### config.mk
export PLATFORM = sky130hd
export DESIGN_NAME = address_decoder
export DESIGN_NICKNAME = d
export VERILOG_FILES = /design/src/mem_bus_pkg.sv /design/src/address_decoder.sv
export VERILOG_INCLUDE_DIRS = /design/src /design/src/src
export SDC_FILE = /design/constraint.sdc
export NUM_CORES = 1
export LEC_CHECK = 0
export ABC_CLOCK_PERIOD_IN_PS = 1250
export BUFFER_PORTS_ARGS = -buffer_cell sky130_fd_sc_hd__buf_4
export CELL_PAD_IN_SITES_DETAIL_PLACEMENT = 0
export CELL_PAD_IN_SITES_GLOBAL_PLACEMENT = 1
export CORE_AREA = 2 2 39 41
export DETAILED_ROUTE_END_ITERATION = 7
export DIE_AREA = 0 0 41 43
export GPL_TIMING_DRIVEN = 1
export PLACE_DENSITY_LB_ADDON = 0.1
export SLEW_MARGIN = 30
export SYNTH_ARGS = -nofsm -noshare
export SYNTH_HDL_FRONTEND = slang
export SYNTH_SLANG_ARGS = --single-unit
### constraint.sdc
create_clock -name vclk -period 1.25
set_clock_uncertainty 0.2 [all_clocks]
set_input_delay 0.0625 -clock vclk [all_inputs]
set_output_delay 0.0625 -clock vclk [all_outputs]
set_load 0.1 [all_outputs]
### src/mem_bus_consts.svh
// Address map and sizing constants for the memory bus.
// Include this in any file that slices addresses or sizes memories.

`ifndef MEM_BUS_CONSTS_SVH
`define MEM_BUS_CONSTS_SVH

// CPU byte address width
`define BUS_ADDR_W 16

// work RAM is 4096 words of 32 bits
`define RAM_ADDR_W 12
`define RAM_DEPTH  (1 << `RAM_ADDR_W)

// the top two address bits select the region
`define RAM_BASE    16'h0000
`define FLASH_BASE  16'h4000
`define VIDEO_BASE  16'h8000
`define STATUS_BASE 16'hc000

`endif
### src/mem_bus_pkg.sv
// Shared types for the memory bus.
// Modules pull these in with a wildcard import in their header.

`include "mem_bus_consts.svh"

package mem_bus_pkg;

    typedef logic [`BUS_ADDR_W-1:0] bus_addr_t;
    typedef logic [`RAM_ADDR_W-1:0] ram_addr_t;
    typedef logic [31:0] bus_word_t;
    typedef logic [3:0] byte_strobe_t;
    typedef logic [15:0] video_word_t;

    // one extra bit so a fill can cover the whole RAM
    typedef logic [`RAM_ADDR_W:0] dma_count_t;

    // region codes as they appear in the top address bits
    typedef enum logic [1:0] {
        REGION_RAM    = 2'(`RAM_BASE >> (`BUS_ADDR_W - 2)),
        REGION_FLASH  = 2'(`FLASH_BASE >> (`BUS_ADDR_W - 2)),
        REGION_VIDEO  = 2'(`VIDEO_BASE >> (`BUS_ADDR_W - 2)),
        REGION_STATUS = 2'(`STATUS_BASE >> (`BUS_ADDR_W - 2))
    } region_t;

    typedef enum logic {
        DMA_IDLE,
        DMA_RUN
    } dma_state_t;

endpackage

### src/address_decoder.sv
// Decodes a CPU byte address into one-hot target enables.
// Video and status only occupy the bottom of their regions; the rest is unmapped.

`include "mem_bus_consts.svh"

module address_decoder
    import mem_bus_pkg::*;
(
    input  bus_addr_t address,
    input  logic      valid,
    output logic      ram_en,
    output logic      flash_en,
    output logic      video_en,
    output logic      status_en
);

    region_t region;
    logic    video_hit;
    logic    status_hit;

    assign region = region_t'(address[`BUS_ADDR_W-1 -: 2]);

    // four video registers, one status word
    assign video_hit  = address[`BUS_ADDR_W-3:4] == '0;
    assign status_hit = address[`BUS_ADDR_W-3:2] == '0;

    assign ram_en    = valid && (region == REGION_RAM);
    assign flash_en  = valid && (region == REGION_FLASH);
    assign video_en  = valid && (region == REGION_VIDEO) && video_hit;
    assign status_en = valid && (region == REGION_STATUS) && status_hit;

endmodule

==> summary.md <==
The flow ran to the end, but the final reports show violations. The final reports fail on setup timing. The critical path contains buffers and inverters numbering 2 combined. Entering global routing, the biggest net connects 4 pins. Final critical path time including I/O delays and setup: 1.539 ns. Walking the worst path, the cells encountered are buf_6, or4b_4, nor4_4, buf_6. Max-cap violations in this run came to 0. Net switching power of the design: 0.03907 mW. The power share of the combinational group is 1.000. The most critical setup path has its endpoint at status_en.

Clock buffers in the final layout number 0. Input and output buffers added on the ports amount to 19. The run gives 0 as the post-CTS setup repair buffer count. The number of nets handed over by synthesis was 25. The floorplan step defined a core boundary enclosing 0.001384 mm². Summing all placed instances gives a cell area of 310.3 µm². The tools report the number of iterations in the first detailed-routing pass as 1. The top fanout value on the critical path was 2; the post-synthesis cell type count was 8.

Data on the critical path arrives at its endpoint at 1.28 ns. By area the synthesized netlist is led by or4b_4 18%, nor4_2 17%, or4b_1 13%, and3b_1 12%, or3b_1 12%. Compared with the post-synthesis result, the final layout area differs by 338.3%.

The via count of the first global-routing pass is 228. The family with the most delay on the worst path was simple AND/OR/NAND/NOR gates. OpenSTA, run right after detailed placement, puts the worst setup slack at -0.3710 ns.

The tools report the area of combinational cells with multiple inputs as 117.6 µm². Setup violations remaining at the end of the flow were counted as 2. Across the VDD grid, the largest voltage drop is 0.07305 mV. In this run the cell area of the synthesized design comes to 75.07 µm². The run gives 0 as the proportion of power drawn by flip-flops and latches. Across all hold checks on the routed design, the worst slack comes to 0.3332 ns.

For the number of fill cells, the log shows 162. The kind of critical path was input pin to primary output. The sequential-to-total area share from yosys stat came out at 0. The critical path crosses 4 cells after its start point. In this run, the number of DRC markers left after iteration 0 of detailed routing was 0.

In the routed design, unresolved DRC markers number 0. The cell count after placement is 47, and the fmax is 649.9 MHz. The synthesized design spends more area on one cell type than any other, namely or4b_4. At the end of routability-driven placement, the weighted congestion stood at 0.6007. The final-layout setup total negative slack is -0.5601 ns. The cell leakage power is 0.1623 nW. STA classifies the critical path startpoint as an input pin.

For this run, the number of Yosys warnings is 0. Measured along the x axis, the die boundary spans 41 µm. The tools report the sequential cell count as 0. The floorplan step defined a die boundary enclosing 0.001763 mm². The fraction of post-synthesis cell area in the top cell type by area came out at 0.1833.

At the end of the flow, the number of nets in the layout was 50. Across the whole layout, storage elements account for 0 µm². The share of the cycle needed by the critical path after routing works out to 1.231. Setup repair after global routing could not meet its margin everywhere. The logs give 0 for the number of routed nets with antenna violations and 897 µm for the wire length of the first global-routing pass. The fraction of met1 tracks used by global routing came out at 0.09494. The cell that appears most often on the critical path is buf_6.

The total track usage is 0.07093, and the vertical extent of the die is 43 µm. The global routing met3 resource utilization came out at 0.005236. The initial antenna violation count was 0. The tools report the startpoint of the worst setup timing path as address[12].

The run gives 21 as the top-level I/O count. The logs give 0 for the global-route congestion overflow total and 0.99 ns for the data required time at the worst endpoint. The fraction of final layout cells with drive strength greater than 1 came out at 0.9355.

At the pin with the least slew margin, the transition time is 0.2813 ns. The switching share of power is 0.4306, and the internal power summed over all cells is 0.05166 mW. Critical path's slowest cell: or4b_4. The final core utilization was 0.2378; the via-per-instance ratio was 3.574. The worst setup path is captured at a primary output. For this run, the number of standard cells in the final layout without fillers is 47. For the starting utilization of the core area, the log shows 0.05425. The run gives -0.2886 ns as the slack of the critical path. For the global-route met2 utilization, the log shows 0.1250.

The layer flagged by global routing as most heavily used is met2. Dividing the synthesized area by the synthesized cell count gives 9.384 µm². The run gives 0.8140 as the remaining max-slew budget at the tightest pin. The placement row count is 14, and the overall via count from detail_route is 168. The biggest cell delay along the critical path is 0.57 ns.

The tools report the hold violation count in the final report as 0. In this run the worst hold path is classified as input pin to primary output. The max-slew violation total from the final report is 0. The total non-filler cell area in the finished layout is 329.1 µm².

The total chip power was 0.09073 mW; the final wirelength was 486 µm. The power share of the clock group is 0, and the number of diodes is 0. The number of hold buffers added after CTS was 0. After detailed routing, the average wire length per cell comes to 10.34 µm. The cell count after synthesis was 8; the power per standard cell area was 275.7 mW/mm².
## routing by layer
metal,wire length [µm],share of wire
met1,204,0.42
met2,210,0.43
met3,71,0.15
met4,0,0
met5,0,0
## layout make-up
cell class                      count  share of cell area
Timing Repair Buffer               23              0.5817
Multi-Input combinational cell      8              0.3574
Tap cell                           16             0.06084
## cell families (layout without fill, tap and decap cells)
group	count (synthesis)	after routing	synth area share
buf+inv	0	23	0
simple gates	8	8	1.000
## layout by cell type, fill, tap and decap left out
cell,instances
buf_4,18
buf_6,5
or4b_4,2
nor4_4,2
or4_4,1
or3b_1,1
nor3b_4,1
and3b_1,1
## repair_timing
| action | CTS | global route |
|---|---|---|
| resized for setup | 5 | 0 |
| gates cloned | 0 | 0 |
| endpoints found under the setup margin | 2 | 2 |
| pin swaps | 1 | 0 |
## power by group through the flow
stage	clock [mW]	combinational, mW	sequential, mW
after floorplan	0	0.0337	0
after global placement	0	0.0881	0
after detailed placement	0	0.0897	0
after CTS	0	0.0928	0
after global routing	0	0.0976	0
final	0	0.0907	0
## worst min-delay path: cells and delay by family
kind	cells	cell delay, ns
buf+inv	2	0.23
simple gates	2	0.17
## worst min path at each step
stage                 from  endpoint  slack (ns)  cells after the start
2_1_floorplan  address[14]    ram_en        0.03                      1
3_3_place_gp   address[15]    ram_en        0.38                      4
3_5_place_dp   address[15]    ram_en        0.38                      4
4_1_cts         address[5]  video_en        0.34                      4
5_1_grt         address[5]  video_en        0.35                      4
6_report        address[5]  video_en        0.33                      4
No activity file was read; power rests on OpenSTA's default activity.
