===== src/mem_bus_consts.svh =====
// Address map and sizing constants for the memory bus.
// Include this in any file that slices addresses or sizes memories.

`ifndef MEM_BUS_CONSTS_SVH
`define MEM_BUS_CONSTS_SVH

// CPU byte address width
`define BUS_ADDR_W 16

// work RAM is 4096 words of 32 bits
`define RAM_ADDR_W 12
`define RAM_DEPTH  (1 << `RAM_ADDR_W)

// the top two address bits select the region
`define RAM_BASE    16'h0000
`define FLASH_BASE  16'h4000
`define VIDEO_BASE  16'h8000
`define STATUS_BASE 16'hc000

`endif

===== src/mem_bus_pkg.sv =====
// Shared types for the memory bus.
// Modules pull these in with a wildcard import in their header.

`include "mem_bus_consts.svh"

package mem_bus_pkg;

    typedef logic [`BUS_ADDR_W-1:0] bus_addr_t;
    typedef logic [`RAM_ADDR_W-1:0] ram_addr_t;
    typedef logic [31:0] bus_word_t;
    typedef logic [3:0] byte_strobe_t;
    typedef logic [15:0] video_word_t;

    // one extra bit so a fill can cover the whole RAM
    typedef logic [`RAM_ADDR_W:0] dma_count_t;

    // region codes as they appear in the top address bits
    typedef enum logic [1:0] {
        REGION_RAM    = 2'(`RAM_BASE >> (`BUS_ADDR_W - 2)),
        REGION_FLASH  = 2'(`FLASH_BASE >> (`BUS_ADDR_W - 2)),
        REGION_VIDEO  = 2'(`VIDEO_BASE >> (`BUS_ADDR_W - 2)),
        REGION_STATUS = 2'(`STATUS_BASE >> (`BUS_ADDR_W - 2))
    } region_t;

    typedef enum logic {
        DMA_IDLE,
        DMA_RUN
    } dma_state_t;

endpackage


===== src/dma_fill.sv =====
// DMA fill engine: writes one word value to a run of consecutive RAM words.
// One word per cycle; busy covers exactly the write cycles.

module dma_fill
    import mem_bus_pkg::*;
(
    input  logic       clk,
    input  logic       rst,
    input  logic       start,
    input  ram_addr_t  base,
    input  dma_count_t count,
    input  bus_word_t  fill,
    output logic       busy,
    output ram_addr_t  address,
    output bus_word_t  write_data,
    output dma_count_t remaining
);

    dma_state_t state;
    logic       launch;

    // zero-length fills and starts while running are ignored
    assign launch = (state == DMA_IDLE) && start && (count != '0);
    assign busy   = state == DMA_RUN;

    always_ff @(posedge clk) begin
        if (rst) begin
            state     <= DMA_IDLE;
            remaining <= '0;
        end else begin
            case (state)
                DMA_IDLE: begin
                    if (launch) begin
                        state     <= DMA_RUN;
                        remaining <= count;
                    end
                end
                DMA_RUN: begin
                    remaining <= remaining - 1'b1;
                    if (remaining == dma_count_t'(1)) begin
                        state <= DMA_IDLE;
                    end
                end
                default: state <= DMA_IDLE;
            endcase
        end
    end

    always_ff @(posedge clk) begin
        if (launch) begin
            address    <= base;
            write_data <= fill;
        end else if (busy) begin
            address <= address + 1'b1;
        end
    end

endmodule


===== config.mk =====
export PLATFORM = sky130hd
export DESIGN_NAME = dma_fill
export DESIGN_NICKNAME = d
export VERILOG_FILES = /design/src/mem_bus_pkg.sv /design/src/dma_fill.sv
export VERILOG_INCLUDE_DIRS = /design/src /design/src/src
export SDC_FILE = /design/constraint.sdc
export NUM_CORES = 1
export LEC_CHECK = 0
export ABC_AREA = 0
export BUFFER_PORTS_ARGS = -buffer_cell sky130_fd_sc_hd__buf_4
export CORE_ASPECT_RATIO = 0.75
export CORE_MARGIN = 4
export CORE_UTILIZATION = 40
export CTS_BUF_LIST = sky130_fd_sc_hd__clkbuf_16
export DETAILED_ROUTE_END_ITERATION = 6
export GPL_TIMING_DRIVEN = 0
export PLACE_DENSITY_LB_ADDON = 0.05
export SYNTH_ARGS = -nofsm -noshare
export SYNTH_HDL_FRONTEND = slang
export SYNTH_SLANG_ARGS = --single-unit
export TNS_END_PERCENT = 50

===== constraint.sdc =====
create_clock -name clk -period 3.3 [get_ports clk]
set_input_delay 0.825 -clock clk [delete_from_list [all_inputs] [get_ports clk]]
set_output_delay 0.825 -clock clk [all_outputs]
set_load 0.1 [all_outputs]

==> flow_summary.json <==
{
  "maxUsedRoutingLayer": "met4",
  "cts-root-buf": "clkbuf_16",
  "clock_sinks": 58,
  "path_cells": "buf_4, nor4_1, and4_1, buf_4, nand2b_2, buf_4, inv_1",
  "cts_resized": 0,
  "outcome": "completed",
  "hold_viol": 0,
  "synth_top_area_share_pct": 51.4,
  "instances_no_fill": 420,
  "clock.fmax_mhz": 345,
  "wl_per_cell_um": 16.6,
  "tritoncts": "yes",
  "drc": 0,
  "post_cts_buffers": 0,
  "rows": 25,
  "ys_seq_area_share_pct": 62.3,
  "skew_ns": 0.00461,
  "period_minus_slack_ns": 2.90,
  "synth_top_area_cell": "edfxtp_1",
  "yosys_warnings": 0,
  "drtIter0Drc": 102,
  "grt_usage_pct": 18.0,
  "syn-instance-count": 208,
  "wirelength_um": 6960,
  "drive_gt1_share_pct": 43.7,
  "wl_met1_um": 3330,
  "cts_made_buffers": 9,
  "tightest_slew_ns": 1.19,
  "layout_commonest_cell": "buf_4",
  "clkTransAtPathRegs_ns": 0.05,
  "setup_slack_ns": 0.399,
  "nets": 397,
  "grt_max_degree": 33,
  "vias": 2221,
  "worst_path_max_delay_cell": "inv_1",
  "synth.area.top_cells": "edfxtp_1 (51%), dfxtp_1 (11%), xnor2_1 (3.4%), a21oi_1 (3.3%), nor3_1 (3.1%)",
  "hold_path_class": "register to register",
  "powerDensity_mw_per_mm2": 686,
  "grt_first_pass_wirelength_um": 10800,
  "utilization_pct": 60.4,
  "fin_setup_tns_ns": 0,
  "wl_met3_um": 551,
  "grt_antenna_before_repair": 0,
  "mappedNetlistNets": 271,
  "post-place-cells": 404,
  "fp.dieW_um": 101,
  "setup_viol": 0,
  "antenna_cells": 0,
  "synthDistinctLibCells": 45,
  "rsz0062_at_grt": "no",
  "initial_core_util_pct": 40.9,
  "irDropWorstVdd_mv": 0.414,
  "clkLatencyLatePin_ns": 0.31,
  "crit_required_ns": 3.16,
  "dieArea_mm2": 0.00779,
  "slew_headroom_pct": 20.9,
  "p_leak_nw": 1.54,
  "final_max_slew_viol_count": 0,
  "cts_htree_levels": 3,
  "dieHeight_um": 77.5,
  "ys_ff_latch": 58,
  "routed_via_density": 5.29,
  "io_buffers": 115,
  "final_cell_mix": "buf_4 (118), edfxtp_1 (44), a21oi_1 (17)",
  "grt_pass1_vias": 2028,
  "syn_area_mm2": 0.00257,
  "cp.arrival_ns": 2.76,
  "cts_hold_buf": 0,
  "drv_cap": 0,
  "wl_met2_um": 3010,
  "post-dp-hpwl_um": 5090,
  "ios": 118,
  "crit_path_frequent_cell": "buf_4",
  "drtAntennaViolNets": 0,
  "coreArea_mm2": 0.00629,
  "pre_cts_slack_ns": 0.0835,
  "cp-end-kind": "register",
  "path_class": "input pin to register",
  "drt_pass1_iterations": 4,
  "avgSynthCellArea_um2": 12.4,
  "grt_overflow_total": 0,
  "period_share_pct": 87.9,
  "power_mw": 2.61,
  "crit_path_start_kind": "input pin",
  "routabilityCongestion": 0.807,
  "crit_fanout": 32,
  "cts_buffer_depth": 2,
  "crit_path_max_incr_delay_ns": 0.51,
  "area_growth_pct": 47.7
}
==> critical path, delay by kind of cell <==
family | cells | cell delay (ns)
buffers and inverters | 4 | 1.01
AND/OR/NAND/NOR | 3 | 0.91
==> cells by family (layout without fill, tap and decap cells) <==
| logic type | after synthesis | in the layout | share of synthesized area, % |
|---|---|---|---|
| AND/OR/NAND/NOR | 66 | 66 | 15.5 |
| adder cells (fa/ha/maj) | 3 | 3 | 1.46 |
| buffers and inverters | 19 | 150 | 3.31 |
| flip-flops | 58 | 58 | 62.3 |
| XOR/XNOR | 13 | 13 | 4.43 |
| AO/OA/AOI/OAI | 45 | 45 | 11.3 |
| multiplexers | 4 | 4 | 1.70 |
==> flip-flops by register name (all words and copies together), names as in the netlist <==
signal / count
remaining: 13
write_data: 32
busy: 1
address: 12
==> final timing paths <==
path | startpoint | endpoint | slack, ns | depth (start not counted)
setup / recovery | count[5] | write_data[3] | 0.40 | 7
hold reg to reg | remaining[10] | remaining[10] | 0.58 | 2
setup reg to reg | busy | write_data[3] | 1.00 | 4
hold / removal | remaining[10] | remaining[10] | 0.58 | 2
==> power breakdown <==
part | leakage (nW) | internal, mW | switching [mW]
clock network | 0.130 | 0.497 | 0.306
registers | 0.540 | 0.873 | 0.0725
logic | 0.866 | 0.216 | 0.643
==> cell type report <==
class / count / area, um2
Fill cell: 531 / 2490
Sequential cell: 58 / 1600
Multi-Input combinational cell: 131 / 886
Timing Repair Buffer: 115 / 863
Clock buffer: 9 / 225
Tap cell: 81 / 101
Buffer: 10 / 51.3
Clock inverter: 7 / 37.5
Inverter: 9 / 33.8
==> Yosys cell counts (all sizes together) <==
cell,count
a211oi,4
nand4,2
xnor2,10
nor4b,2
clkbuf,6
nand2b,4
nor3b,3
nor2,8
a22oi,4
mux2i,1
and3b,1
nor3,16
and4,1
inv,9
a2111oi,1
nand3,7
o21bai,1
o211ai,5
buf,4
xor2,3
or2,2
a221oi,1
a31oi,4
a41o,1
o221ai,1
a21oi,17
ha,3
o21ai,5
a32oi,1
or3,1
nor4,7
mux2,3
or4b,1
nor4bb,1
nand2,10
edfxtp,44
dfxtp,14
==> per-stage QoR <==
step           hold slack (ns)  cell area (um2)
6_report                 0.578             3800
5_1_grt                  0.585             3800
4_1_cts                  0.565             3800
3_5_place_dp             0.559             3540
3_3_place_gp             0.551             3540
2_1_floorplan            0.924             2570
==> layer usage <==
layer	GRT usage [%]	vias to the layer above
met2	24.8	113
met5	0	-
met3	6.65	12
li1	-	1046
met4	4.44	0
met1	26.5	1050
(Power assumes the default switching activity.)
