### config.mk
export PLATFORM = sky130hd
export DESIGN_NAME = bus_arbiter_flat
export DESIGN_NICKNAME = d
export VERILOG_FILES = /design/src/mem_bus_pkg.sv /design/src/ram_port_if.sv /design/src/bus_arbiter.sv /design/src/flat_wrapper.sv
export VERILOG_INCLUDE_DIRS = /design/src /design/src/src
export SDC_FILE = /design/constraint.sdc
export NUM_CORES = 1
export LEC_CHECK = 0
export BUFFER_PORTS_ARGS = -buffer_cell sky130_fd_sc_hd__buf_2
export CAP_MARGIN = 20
export CORE_AREA = 2 2 117 119
export DETAILED_ROUTE_END_ITERATION = 16
export DIE_AREA = 0 0 119 121
export HOLD_SLACK_MARGIN = 0.03
export PLACE_DENSITY_LB_ADDON = 0.3
export SLEW_MARGIN = 40
export SYNTH_ARGS = -nofsm -noshare
export SYNTH_HDL_FRONTEND = slang
export SYNTH_SLANG_ARGS = --single-unit
### constraint.sdc
create_clock -name clk -period 1.7 [get_ports clk]
set_input_delay 0.34 -clock clk [delete_from_list [all_inputs] [get_ports clk]]
set_output_delay 0.34 -clock clk [all_outputs]
set_load 0.005 [all_outputs]
### src/mem_bus_consts.svh
// Address map and sizing constants for the memory bus.
// Include this in any file that slices addresses or sizes memories.

`ifndef MEM_BUS_CONSTS_SVH
`define MEM_BUS_CONSTS_SVH

// CPU byte address width
`define BUS_ADDR_W 16

// work RAM is 4096 words of 32 bits
`define RAM_ADDR_W 12
`define RAM_DEPTH  (1 << `RAM_ADDR_W)

// the top two address bits select the region
`define RAM_BASE    16'h0000
`define FLASH_BASE  16'h4000
`define VIDEO_BASE  16'h8000
`define STATUS_BASE 16'hc000

`endif
### src/mem_bus_pkg.sv
// Shared types for the memory bus.
// Modules pull these in with a wildcard import in their header.

`include "mem_bus_consts.svh"

package mem_bus_pkg;

    typedef logic [`BUS_ADDR_W-1:0] bus_addr_t;
    typedef logic [`RAM_ADDR_W-1:0] ram_addr_t;
    typedef logic [31:0] bus_word_t;
    typedef logic [3:0] byte_strobe_t;
    typedef logic [15:0] video_word_t;

    // one extra bit so a fill can cover the whole RAM
    typedef logic [`RAM_ADDR_W:0] dma_count_t;

    // region codes as they appear in the top address bits
    typedef enum logic [1:0] {
        REGION_RAM    = 2'(`RAM_BASE >> (`BUS_ADDR_W - 2)),
        REGION_FLASH  = 2'(`FLASH_BASE >> (`BUS_ADDR_W - 2)),
        REGION_VIDEO  = 2'(`VIDEO_BASE >> (`BUS_ADDR_W - 2)),
        REGION_STATUS = 2'(`STATUS_BASE >> (`BUS_ADDR_W - 2))
    } region_t;

    typedef enum logic {
        DMA_IDLE,
        DMA_RUN
    } dma_state_t;

endpackage

### src/ram_port_if.sv
// Single-port RAM bus between the arbiter and the work RAM.
// A cycle with cs high reads; a nonzero wstrb also writes those bytes.

interface ram_port_if
    import mem_bus_pkg::*;
();

    ram_addr_t    address;
    bus_word_t    write_data;
    byte_strobe_t wstrb;
    logic         cs;

    // registered, one cycle after cs
    bus_word_t    read_data;

    modport master (
        output address, write_data, wstrb, cs,
        input  read_data
    );

    modport memory (
        input  address, write_data, wstrb, cs,
        output read_data
    );

endinterface

### src/bus_arbiter.sv
// Picks the RAM master, forms the CPU ready strobe and steers read data.
// The DMA takes the RAM port whenever it is busy; the CPU simply waits.

`include "mem_bus_consts.svh"

module bus_arbiter
    import mem_bus_pkg::*;
(
    input  logic         clk,
    input  logic         rst,

    input  logic         cpu_valid,
    input  bus_addr_t    cpu_address,
    input  byte_strobe_t cpu_wstrb,
    input  bus_word_t    cpu_write_data,

    input  logic         dma_busy,
    input  ram_addr_t    dma_address,
    input  bus_word_t    dma_write_data,

    input  logic         ram_en,
    input  logic         flash_en,
    input  logic         video_en,
    input  logic         status_en,

    input  logic         flash_ready,
    input  bus_word_t    flash_read_data,
    input  logic         video_ready,
    input  video_word_t  video_read_data,
    input  bus_word_t    status_word,

    output logic         cpu_ready,
    output bus_word_t    cpu_read_data,

    ram_port_if.master   ram
);

    logic unmapped;
    logic ready_q;
    logic flash_en_q;

    always_comb begin
        if (dma_busy) begin
            ram.address    = dma_address;
            ram.write_data = dma_write_data;
            ram.wstrb      = '1;
            ram.cs         = 1'b1;
        end else begin
            ram.address    = cpu_address[`RAM_ADDR_W+1:2];
            ram.write_data = cpu_write_data;
            ram.wstrb      = cpu_wstrb;
            ram.cs         = ram_en;
        end
    end

    assign unmapped = cpu_valid && !dma_busy
        && !(ram_en || flash_en || video_en || status_en);

    // single-cycle targets complete on the next edge
    always_ff @(posedge clk) begin
        if (rst || dma_busy) begin
            ready_q <= 1'b0;
        end else begin
            ready_q <= ((ram_en || status_en || unmapped) && !ready_q)
                || video_ready || flash_ready;
        end
    end

    // a strobe formed as the DMA starts is dropped and the access retried later
    assign cpu_ready = ready_q && !dma_busy;

    // flash data is latched, so its select lags by one cycle
    always_ff @(posedge clk) begin
        if (rst) begin
            flash_en_q <= 1'b0;
        end else begin
            flash_en_q <= flash_en;
        end
    end

    always_comb begin
        if (flash_en_q) begin
            cpu_read_data = flash_read_data;
        end else if (video_en) begin
            cpu_read_data = {2{video_read_data}};
        end else if (status_en) begin
            cpu_read_data = status_word;
        end else if (unmapped) begin
            cpu_read_data = '0;
        end else begin
            cpu_read_data = ram.read_data;
        end
    end

endmodule

### src/flat_wrapper.sv
// flat-port wrapper written by rule: the top's interface ports become plain ports
module bus_arbiter_flat import mem_bus_pkg::*;
  (clk, rst, cpu_valid, cpu_address, cpu_wstrb, cpu_write_data, dma_busy, dma_address, dma_write_data, ram_en, flash_en, video_en, status_en, flash_ready, flash_read_data, video_ready, video_read_data, status_word, cpu_ready, cpu_read_data, ram_address, ram_write_data, ram_wstrb, ram_cs, ram_read_data);
  ram_port_if ram_i ();
  input  logic clk;
  input  logic rst;
  input  logic cpu_valid;
  input  bus_addr_t cpu_address;
  input  byte_strobe_t cpu_wstrb;
  input  bus_word_t cpu_write_data;
  input  logic dma_busy;
  input  ram_addr_t dma_address;
  input  bus_word_t dma_write_data;
  input  logic ram_en;
  input  logic flash_en;
  input  logic video_en;
  input  logic status_en;
  input  logic flash_ready;
  input  bus_word_t flash_read_data;
  input  logic video_ready;
  input  video_word_t video_read_data;
  input  bus_word_t status_word;
  output logic cpu_ready;
  output bus_word_t cpu_read_data;
  output wire logic [$bits(ram_i.address)-1:0] ram_address;
  output wire logic [$bits(ram_i.write_data)-1:0] ram_write_data;
  output wire logic [$bits(ram_i.wstrb)-1:0] ram_wstrb;
  output wire logic [$bits(ram_i.cs)-1:0] ram_cs;
  input wire logic [$bits(ram_i.read_data)-1:0] ram_read_data;
  assign ram_address = ram_i.address;
  assign ram_write_data = ram_i.write_data;
  assign ram_wstrb = ram_i.wstrb;
  assign ram_cs = ram_i.cs;
  assign ram_i.read_data = ram_read_data;
  bus_arbiter u_core (.clk(clk), .rst(rst), .cpu_valid(cpu_valid), .cpu_address(cpu_address), .cpu_wstrb(cpu_wstrb), .cpu_write_data(cpu_write_data), .dma_busy(dma_busy), .dma_address(dma_address), .dma_write_data(dma_write_data), .ram_en(ram_en), .flash_en(flash_en), .video_en(video_en), .status_en(status_en), .flash_ready(flash_ready), .flash_read_data(flash_read_data), .video_ready(video_ready), .video_read_data(video_read_data), .status_word(status_word), .cpu_ready(cpu_ready), .cpu_read_data(cpu_read_data), .ram(ram_i));
endmodule
==> out/metrics.yaml <==
logic_synthesis:
  synth_edf_count: 0
  syn_nets: 449
  synth_xor_area_share_pct: 0
  post-synth-top-count-cell: "mux2_2"
  ys_seq_area_share_pct: 2.49
  synth_top_area_share_pct: 30.8
  synth_fa_ha_area_share_pct: 0
  yosys.area.top_type: "mux2_2"
  synthTopCellsByArea: "mux2_2, a32oi_1, nand3_2, inv_1, nand2_1"
  syn_area_mm2: 0.00161
  synth_top_family_by_area: "multiplexers"
  synth_ff_type: "dfxtp_1"
  synth.ff_latch_count: 2
  synth_compound_area_share_pct: 24.8
  synthArstFlopShare_pct: 0
  ys_types: 21
  yosys.area_share.simple_pct: 26.3
  synthMuxAreaShare_pct: 30.8
  syn_inst: 231
  syn_area_per_cell_um2: 6.95
  ys_warn_count: 0
  synth_commonest_cells: "mux2_2, inv_1, nand2_1, a32oi_1, nand3_1"
power_and_ir_drop:
  total_power_w: 0.00125
  switchingPower_w: 0.000420
  seqPwrFrac_pct: 4.7
  p_sw_share_pct: 33.6
  peakVddDrop_v: 0.000562
  p_comb_share_pct: 67.1
  clkPwrFrac_pct: 28.3
  internal-power_w: 0.000832
  powerDensity_mw_per_mm2: 359
  leakage_nw: 1.86
routing:
  drtAntennaViolNets: 0
  first_pass_iters: 4
  wl_um: 10200
  drcViolationCount: 0
  wl_per_cell_um: 14.6
  dr_total_vias: 2920
  drt-initial-drc-count: 71
  vias_per_cell: 4.18
setup_path:
  startpoint_type: "input pin"
  end_kind: "primary output"
  path_cells: "buf_6, or4b_4, buf_12, nand3_1, a32oi_1, buf_2"
  critPathMaxStageDelay_ps: 540
  path_max_fanout: 32
  cp.required_ps: 1360
  r2r_start: "u_core.ready_q"
  rrSetupSlack_ps: 990
  path_class: "in -> out"
  r2r_cells: 2
  cpMaxStageDelayCell: "or4b_4"
  critical_path_arrival_ps: 1540
  r2r-end: "u_core.ready_q"
sta:
  finalCritPeriodShare_pct: 111
  fin_skew_ps: 0
  finalMaxSlewViolations: 0
  max_slew.worst_pin.slew_ps: 297
  hold_viol: 0
  max_freq_mhz: 531
  fin_ws_ps: -184
  grt_setup_unrepaired: "true"
  relSlewSlack_pct: 80.2
  min_period_ps: 1880
  finalSetupViolCount: 32
  setup_tns_ps: -5010
job:
  cap_violations: 0
clock_network:
  cts_buffers: 3
  cts_max_path_buffers: 2
  cts_tree: "built"
  clock-sinks: 2
  clock-root-buffer: "clkbuf_16"
  clk_pin_slew_ps: 30
  clk_latency_ps: 220
  cts_hold_buffers: 0
  htreeDepth: 1
worst_hold_path:
  hold_end: "u_core.flash_en_q"
  hold_class: "in -> reg"
  holdPathStages: 2
  hp-start: "rst"
global_routing:
  grt-ovfl-total: 0
  grt_max_degree: 33
  grt_usage_pct: 12.8
  grt_pass1_vias: 2824
  grt_pass1_wl_um: 14600
  antenna_found_initial: 2
floorplanning:
  die_y_um: 121
  design.die.area_mm2: 0.0144
  rows: 42
  initial_core_util_pct: 12.3
  io_pins: 300
  die_x_um: 119
  core_area_mm2: 0.0131
finish:
  drive_gt1_share_pct: 73.5
  area_delta_synth_final_pct: 117
  design_area_mm2: 0.00348
  nets: 741
outcome:
  violations: "negative setup slack"
  status: "finished with violations"
place:
  place_area_mm2: 0.00338
  gp_congestion: 0.794
  hpwlAfterDp_um: 8970
  io_buffers: 295
[cell families after synthesis]
group	Yosys count
AO/OA/AOI/OAI	53
flip-flops	2
multiplexers	44
AND/OR/NAND/NOR	76
buffers and inverters	56
[worst max path at each step]
stage                        start                 to  slack [ps]
after global routing      flash_en   cpu_read_data[9]        -210
after global placement    flash_en  cpu_read_data[31]        -180
final                     flash_en  cpu_read_data[31]        -180
after CTS                 flash_en   cpu_read_data[9]        -180
after floorplan           dma_busy   cpu_read_data[2]          -3
after detailed placement  flash_en   cpu_read_data[9]        -190
[power groups by stage]
stage | Clock, W | Combinational [W] | Sequential (W)
CTS | 0.000359 | 0.000851 | 0.0000599
finish | 0.000354 | 0.000840 | 0.0000587
global placement | 0 | 0.000833 | 0.0000604
floorplan | 0 | 0.000335 | 0.0000521
detailed placement | 0 | 0.000843 | 0.0000607
global route | 0.000371 | 0.000914 | 0.0000597
[registers in the layout, summed over array words and instances (netlist names)]
name and count:
u_core.flash_en_q 1, u_core.ready_q 1
[cells in the final DEF (no fill, tap or decap), types with 2 or more instances in the layout]
| cell type | n |
|---|---|
| buf_2 | 293 |
| buf_4 | 10 |
| a21oi_1 | 18 |
| inv_1 | 32 |
| nand2_1 | 31 |
| nor2b_1 | 3 |
| mux2_2 | 44 |
| nand3_1 | 18 |
| clkbuf_16 | 3 |
| nor2_1 | 2 |
| nand3_2 | 13 |
| or2_2 | 5 |
| buf_6 | 2 |
| a32oi_1 | 29 |
| buf_12 | 6 |
[final cells by class]
| class | instances | area [µm²] |
|---|---|---|
| clock buffers | 3 | 75.1 |
| repair buffers | 311 | 1680 |
| flip-flops and latches | 2 | 43.8 |
| well taps | 176 | 220 |
| inverters | 32 | 120 |
| fillers | 1438 | 9600 |
| diodes | 1 | 2.50 |
| multi-input cells | 173 | 1340 |
[per-layer routing]
metal / up-vias / track usage (%) / wire [µm] / share of wire (%)
met2: 203 / 25.8 / 5440 / 53
met3: 9 / 3.34 / 1070 / 10
met1: 1284 / 13.5 / 3610 / 35
met4: 0 / 1.49 / 68 / 0.67
li1: 1424 / - / - / -
met5: - / 0 / 0 / 0
[through the flow]
step | cells | setup slack, ps | hold WS (ps) | utilization [%]
2_1_floorplan | 231 | -2.84 | 412 | -
3_3_place_gp | 694 | -184 | 515 | 25.9
3_5_place_dp | 694 | -194 | 525 | 25.9
4_1_cts | 697 | -176 | 297 | 26.5
5_1_grt | 697 | -215 | 306 | 26.6
6_report | 698 | -184 | 292 | 26.6
[repair_timing]
item / CTS / global route
endpoints found under the hold margin: 0 / 0
setup buffers: 0 / 0
gates resized for setup: 3 / 2
endpoints found under the setup margin: 32 / 32
[critical path, delay by kind of cell]
kind,cells,cell delay [ps]
AND/OR/NAND/NOR,2,650
buffers and inverters,3,420
AO/OA/AOI/OAI,1,100
No activity file was read; power rests on OpenSTA's default activity.
