--- src/mem_bus_consts.svh ---
// Address map and sizing constants for the memory bus.
// Include this in any file that slices addresses or sizes memories.

`ifndef MEM_BUS_CONSTS_SVH
`define MEM_BUS_CONSTS_SVH

// CPU byte address width
`define BUS_ADDR_W 16

// work RAM is 4096 words of 32 bits
`define RAM_ADDR_W 12
`define RAM_DEPTH  (1 << `RAM_ADDR_W)

// the top two address bits select the region
`define RAM_BASE    16'h0000
`define FLASH_BASE  16'h4000
`define VIDEO_BASE  16'h8000
`define STATUS_BASE 16'hc000

`endif
--- src/mem_bus_pkg.sv ---
// Shared types for the memory bus.
// Modules pull these in with a wildcard import in their header.

`include "mem_bus_consts.svh"

package mem_bus_pkg;

    typedef logic [`BUS_ADDR_W-1:0] bus_addr_t;
    typedef logic [`RAM_ADDR_W-1:0] ram_addr_t;
    typedef logic [31:0] bus_word_t;
    typedef logic [3:0] byte_strobe_t;
    typedef logic [15:0] video_word_t;

    // one extra bit so a fill can cover the whole RAM
    typedef logic [`RAM_ADDR_W:0] dma_count_t;

    // region codes as they appear in the top address bits
    typedef enum logic [1:0] {
        REGION_RAM    = 2'(`RAM_BASE >> (`BUS_ADDR_W - 2)),
        REGION_FLASH  = 2'(`FLASH_BASE >> (`BUS_ADDR_W - 2)),
        REGION_VIDEO  = 2'(`VIDEO_BASE >> (`BUS_ADDR_W - 2)),
        REGION_STATUS = 2'(`STATUS_BASE >> (`BUS_ADDR_W - 2))
    } region_t;

    typedef enum logic {
        DMA_IDLE,
        DMA_RUN
    } dma_state_t;

endpackage

--- src/video_regs.sv ---
// Four 16-bit video registers on the CPU bus.
// Answers once per selection and stays quiet for the following cycle.

module video_regs
    import mem_bus_pkg::*;
(
    input  logic         clk,
    input  logic         rst,
    input  logic         video_en,
    input  bus_addr_t    address,
    input  byte_strobe_t wstrb,
    input  bus_word_t    write_data,
    output logic         ready,
    output video_word_t  read_data
);

    video_word_t regs [4];
    logic        answered;
    logic [1:0]  sel;

    assign sel   = address[3:2];
    assign ready = video_en && !answered;

    always_ff @(posedge clk) begin
        if (rst) begin
            answered <= 1'b0;
            for (int i = 0; i < 4; i++) begin
                regs[i] <= '0;
            end
        end else begin
            answered <= ready;
            // only the low halfword lanes carry register data
            if (ready && |wstrb[1:0]) begin
                regs[sel] <= write_data[15:0];
            end
        end
    end

    always_ff @(posedge clk) begin
        if (ready) begin
            read_data <= regs[sel];
        end
    end

endmodule

--- config.mk ---
export PLATFORM = sky130hd
export DESIGN_NAME = video_regs
export DESIGN_NICKNAME = d
export VERILOG_FILES = /design/src/mem_bus_pkg.sv /design/src/video_regs.sv
export VERILOG_INCLUDE_DIRS = /design/src /design/src/src
export SDC_FILE = /design/constraint.sdc
export NUM_CORES = 1
export LEC_CHECK = 0
export BUFFER_PORTS_ARGS = -buffer_cell sky130_fd_sc_hd__buf_2
export CAP_MARGIN = 5
export CORE_ASPECT_RATIO = 0.6
export CORE_MARGIN = 1
export CORE_UTILIZATION = 50
export DETAILED_ROUTE_END_ITERATION = 12
export GPL_TIMING_DRIVEN = 0
export PLACE_DENSITY_LB_ADDON = 0.1
export SLEW_MARGIN = 0
export SYNTH_ARGS = -nofsm -noshare
export SYNTH_HDL_FRONTEND = slang
export SYNTH_SLANG_ARGS = --single-unit
--- constraint.sdc ---
create_clock -name clk -period 7.6 [get_ports clk]
set_input_delay 0.76 -clock clk [delete_from_list [all_inputs] [get_ports clk]]
set_output_delay 0.76 -clock clk [all_outputs]
set_load 0.05 [all_outputs]
==> results.txt, run 1 <==
status: finished, final reports clean
CTS resizes: 0
Routed Wire Length: 9.43 mm
Port Buffers: 36
die width: 114 µm
Switch Pwr: 0.264 mW
clock transition at the registers of the reported paths: 0.06 ns
core area: 7270 µm²
DP HPWL: 6.18 mm
global route overflow: 0
Root Driver: clkbuf_16
Post-synth ARST share: 0%
Max clock buf depth: 2
Syn Nets: 292
Hold Crit Class: reg2reg
R2R Setup Slk: 5.19 ns
total power: 1.03 mW
flops & latches, synth: 81
fin cells: 394
post-layout min period: 3.23 ns
data arrival time of the critical path: 2.47 ns
Synth Area per Inst: 15.9 µm²
DP Worst Slack: 4.38 ns
hold_ws: 0.618 ns
Clock Latency Late Sink: 0.35 ns
overall die area: 7910 µm²
maxcap violations: 0
total CTS buffers: 9
CTS Sinks: 81
Cells after Synth: 237
Worst Setup End Kind: output port
VDD IR max: 0.135 mV
Filler Cell Count: 593
met3 wire len: 728 µm
slew margin rel.: 31.2%
area of the mapped netlist: 3770 µm²
fin. max-slew vios: 0
antenna-violating nets left: 0
routed wl met2: 4.27 mm
number of cell rows: 24
GRT Total Usage: 26.6%
pin count of the biggest net entering global routing: 18
final setup skew: 0.00680 ns
Initial Util: 51.9%
Power Internal: 0.771 mW
LEAKAGE: 1.54 nW
Least-Margin Pin Slew: 1.03 ns
RePlAce Congestion: 0.754
Crit path required time: 6.84 ns
WL/cell: 23.9 µm
TNS Setup: 0 ns
sw frac: 25.5%
die span in y: 69.3 µm
Seq pwr share: 50.7%
global-route wire length before repair: 14.6 mm
htree depth: 3
ANT cells: 0
Final setup viols: 0
placed insts: 381
Fmax achieved: 310 MHz
EDFF count, synth: 80
# DRC: 0
post-CTS setup buffer count: 0
initial antenna violation count: 0
met1 WL: 4.29 mm
Max FO, Critical Path: 17
P&R area growth vs syn: 17.2%
Vias/cell: 6.10
yosys warns: 0
TritonRoute pass-1 iters: 4
Via Count: 2403
crit share post-route: 42.5%
final hold vios: 0
CTS tree: built
layout cells sized above 1: 34.1%
unrepaired setup endpoints after global routing: no
IO Count: 72
combinational share of power: 12.6%
startpoint types: input pin
Iter 0 DRT Violations: 297
clock power share: 36.7%
worst setup margin: 4.37 ns
power per standard cell area: 234 nW/µm²
Synth cell types: 23
Nets: 343
Synth Flop Type: edfxtp_1
number of global-route vias before repair: 2413
crit path kind: in2out
Max Used Layer: met4
Seq/Total Area, Yosys: 64.2%
CTS Hold Bufs: 0
area by class of cell:
cell class                 instances  area [µm²]  area share (%)
buffer                            31         176            3.99
clock inverter                     2        8.76           0.198
multi-input combinational        106        1150            26.0
clock buffer                      11         233            5.26
tap                              104         130            2.94
sequential                        81        2420            54.8
timing repair buffer              40         229            5.18
inverter                          19        71.3            1.61
cell usage in the layout (no fill, tap or decap), types with 3 or more instances in the layout:
master     netlist  final
edfxtp_1        80     80
nor4_1          44     44
buf_2            5     41
inv_1           19     19
clkbuf_1        16     18
nor4_2          18     18
nand3b_1        16     16
mux4_2          12     12
clkbuf_16        0      9
buf_6            5      8
mux4_1           4      4
o31ai_4          0      3
cell families (layout without fill, tap and decap cells):
kind of cell           after synthesis  count (layout)  share of synthesized area (%)
DFF                                 81              81                           64.2
muxes                               16              16                           9.95
and+or+nand+nor                     86              86                           18.4
AOI/OAI and AO/OA                    4               4                          0.829
buffers and inverters               50             103                           6.57
state kept, by name, summed over array words and instances (netlist names):
signal	cells
answered	1
read_data	16
regs	64
critical path, stage by stage:
cell,delay [ns]
buf_2,0.09
nand2b_1,0.06
clkbuf_1,0.22
clkbuf_1,0.44
inv_1,0.52
buf_2,0.37
cells in the mapped netlist, types with 2 or more instances:
master	instances	area [µm²]
edfxtp_1	80	2400
nor4_1	44	275
inv_1	19	71.3
nor4_2	18	225
clkbuf_1	16	60.1
nand3b_1	16	120
mux4_2	12	270
buf_2	5	25.0
buf_6	5	56.3
mux4_1	4	105
o31ai_1	3	22.5
buf_1	2	7.51
nor2_1	2	7.51
nor4_4	2	42.5
power by group through the flow:
| stage | Sequential, mW | Clock, mW | Combinational [mW] |
|---|---|---|---|
| after CTS | 0.525 | 0.381 | 0.130 |
| final | 0.525 | 0.379 | 0.131 |
| after global placement | 0.534 | 0 | 0.122 |
| after detailed placement | 0.534 | 0 | 0.130 |
| after global routing | 0.527 | 0.393 | 0.138 |
| after floorplan | 0.556 | 0 | 0.0627 |
through the flow:
step / utilization, % / instance area [µm²]
6_report: 60.8 / 4420
5_1_grt: 60.8 / 4420
4_1_cts: 60.8 / 4420
3_5_place_dp: 57.5 / 4180
3_3_place_gp: 56.2 / 4080
2_1_floorplan: - / 3770
per-layer routing:
metal  vias to the layer above  GRT usage [%]
met1                      1222           39.8
li1                       1066              -
met3                        14           6.56
met5                         -              0
met2                       101           37.0
met4                         0           11.3
path summary, 6_finish.rpt:
kind	start	end	depth (start not counted)
hold / removal	regs[3][1]	read_data[1]	1
setup / recovery	video_en	ready	6
setup reg to reg	answered	regs[2][15]	6
hold reg to reg	regs[3][1]	read_data[1]	1
Note: power is estimated with default switching activity, not from simulation.
==> run 2, diff against run 1 <==
- clock period: 7.6 -> 2.7 ns (I/O delays scaled with it)
==> run 2 against run 1 <==
Compared with the run above: final cell count grew 1.5%; sequential share of layout area shrank 1.5 points; total power grew to 3.1 times the previous value; die area is the same; clock power grew to 3.6 times the previous value; critical path depth shrank 1; wire length grew 0.18%; first-iteration DRC count shrank 2.0%; via count grew 0.83%; combinational power grew to 2.9 times the previous value.
==> results.txt, run 2 (synthesis gave the netlist of run 1 again) <==
status: finished, final reports clean (unchanged)
Max FO, Critical Path: 10 (was 17)
R2R depth: 5 (was 6)
Worst Setup End Kind: flop (was output port)
overall die area: 7910 µm² (unchanged)
Root Driver: clkbuf_16 (unchanged)
Top Registers: regs (64), read_data (16), answered (1) (unchanged)
core area: 7270 µm² (unchanged)
DP HPWL: 6.26 mm (was 6.18 mm)
Worst path max stage delay: 0.90 ns (was 0.52 ns)
Buf+Inv Stages, Crit Path: 3 (was 5)
CP most frequent cell: clkbuf_1
fin. max-slew vios: 0 (unchanged)
slew margin rel.: 33.1% (was 31.2%)
Routed Wire Length: 9.45 mm (was 9.43 mm)
total CTS buffers: 9 (unchanged)
Final setup viols: 0 (unchanged)
GRT Total Usage: 26.4% (was 26.6%)
CTS Sinks: 81 (unchanged)
P&R area growth vs syn: 20.6% (was 17.2%)
Iter 0 DRT Violations: 291 (was 297)
WL/cell: 23.6 µm (was 23.9 µm)
Hold Crit Class: in2reg (was reg2reg)
crit share post-route: 86.1%
CTS tree: built (unchanged)
htree depth: 3 (unchanged)
Slowest cell on crit path: o41ai_4 (was inv_1)
post-layout min period: 2.33 ns
most common cell after layout, fill and taps aside: edfxtp_1 (unchanged)
Vias/cell: 6.06 (was 6.10)
IO Count: 72 (unchanged)
LEAKAGE: 1.60 nW (was 1.54 nW)
Max clock buf depth: 2 (unchanged)
power per standard cell area: 710 nW/µm² (was 234 nW/µm²)
clock transition at the registers of the reported paths: 0.06 ns (about the same)
Filler Cell Count: 570 (was 593)
TritonRoute pass-1 iters: 5 (was 4)
Least-Margin Pin Slew: 1.00 ns (was 1.03 ns)
Largest Register: regs (unchanged)
VDD IR max: 0.506 mV (was 0.135 mV)
antenna-violating nets left: 0 (unchanged)
global route overflow: 0 (unchanged)
Nets: 346 (was 343)
Crit path required time: 2.74 ns (was 6.84 ns)
max FFs per register: 64 (unchanged)
fin cells: 400 (was 394)
critical path, cell by cell: nand2b_1 -> clkbuf_1 -> clkbuf_1 -> o41ai_4 -> buf_6 (was buf_2 -> nand2b_1 -> clkbuf_1 -> clkbuf_1 -> inv_1 -> buf_2)
crit path kind: reg2reg (was in2out)
Via Count: 2423 (was 2403)
Cells on Worst Hold Path: 3 (was 1)
Fmax achieved: 430 MHz
final hold vios: 0 (unchanged)
die span in y: 69.3 µm (unchanged)
Port Buffers: 36 (unchanged)
ANT cells: 0 (unchanged)
maxcap violations: 0 (unchanged)
# DRC: 0 (unchanged)
startpoint types: flop (was input pin)
Initial Util: 51.9% (unchanged)
initial antenna violation count: 0 (unchanged)
largest delay contributor family on the critical path: compound AO/OA/AOI/OAI gates (was buffers and inverters)
data arrival time of the critical path: 2.37 ns (was 2.47 ns)
number of cell rows: 24 (unchanged)
pin count of the biggest net entering global routing: 18 (unchanged)
die width: 114 µm (unchanged)
commonest cells after routing, fill and taps aside: edfxtp_1, nor4_1, buf_2, inv_1, nor4_2 (was edfxtp_1, nor4_1, buf_2, inv_1)
final setup skew: 0.00666 ns (was 0.00680 ns)
RePlAce Congestion: 0.756 (was 0.754)
global-route wire length before repair: 14.5 mm (was 14.6 mm)
WP depth: 5 (was 6)
layout cells sized above 1: 36.5% (was 34.1%)
total power: 3.23 mW (was 1.03 mW)
placed insts: 380 (was 381)
number of global-route vias before repair: 2485 (was 2413)
Clock Latency Late Sink: 0.34 ns (was 0.35 ns)
unrepaired setup endpoints after global routing: no (unchanged)
## run 2: what timing repair did
item,4_1_cts,5_1_grt
resized for setup,0,1
buffers inserted,0,4
setup endpoints to repair,0,1
hold buffers,0,0
## run 2: metal layers
metal | track usage (%) | vias up | wire length, µm
met5 | 0 | - | 0
met4 | 8.51 | 0 | 74
met3 | 8.13 | 10 | 754
met2 | 38.2 | 103 | 4400
met1 | 38.3 | 1236 | 4220
li1 | - | 1074 | -
## run 2: final timing paths
kind | end | slack (ns) | start
max reg2reg | regs[2][11] | 0.37 | answered
min | regs[2][10] | 0.30 | write_data[10]
min reg2reg | read_data[2] | 0.63 | regs[0][2]
max | regs[2][11] | 0.37 | answered
## run 2: worst register-to-register path, cell delays in order (launching register included)
cell and delay [ns]:
dfxtp_1 0.29, nand2b_1 0.12, clkbuf_1 0.15, clkbuf_1 0.31, o41ai_4 0.91, buf_6 0.25
## run 2: layout make-up
cell class              instances  area (µm²)  area share (%)
plain buffers                  31         176            3.88
flip-flops and latches         81        2420            53.3
clock buffers                   9         225            4.95
repair buffers                 43         248            5.45
multi-input cells             106        1160            25.6
clock inverters                 7         109            2.39
inverters                      19        75.1            1.65
well taps                     104         130            2.86
## run 2: metrics by stage
stage	hold WS [ns]	utilization, %	worst slack, ns	area [µm²]	TNS, ns
after floorplan	0.534	-	0.0991	3780	0
after global placement	0.613	56.3	-1.14	4090	-55.17
after detailed placement	0.624	57.5	0.302	4180	0
after CTS	0.298	62.1	0.149	4510	0
after global routing	0.308	62.6	0.227	4550	0
final	0.302	62.6	0.374	4550	0
## run 2: power by group
part | switching [mW] | internal [mW] | total (mW)
clock | 0.484 | 0.895 | 1.38
sequential | 0.0171 | 1.46 | 1.48
combinational | 0.265 | 0.110 | 0.375
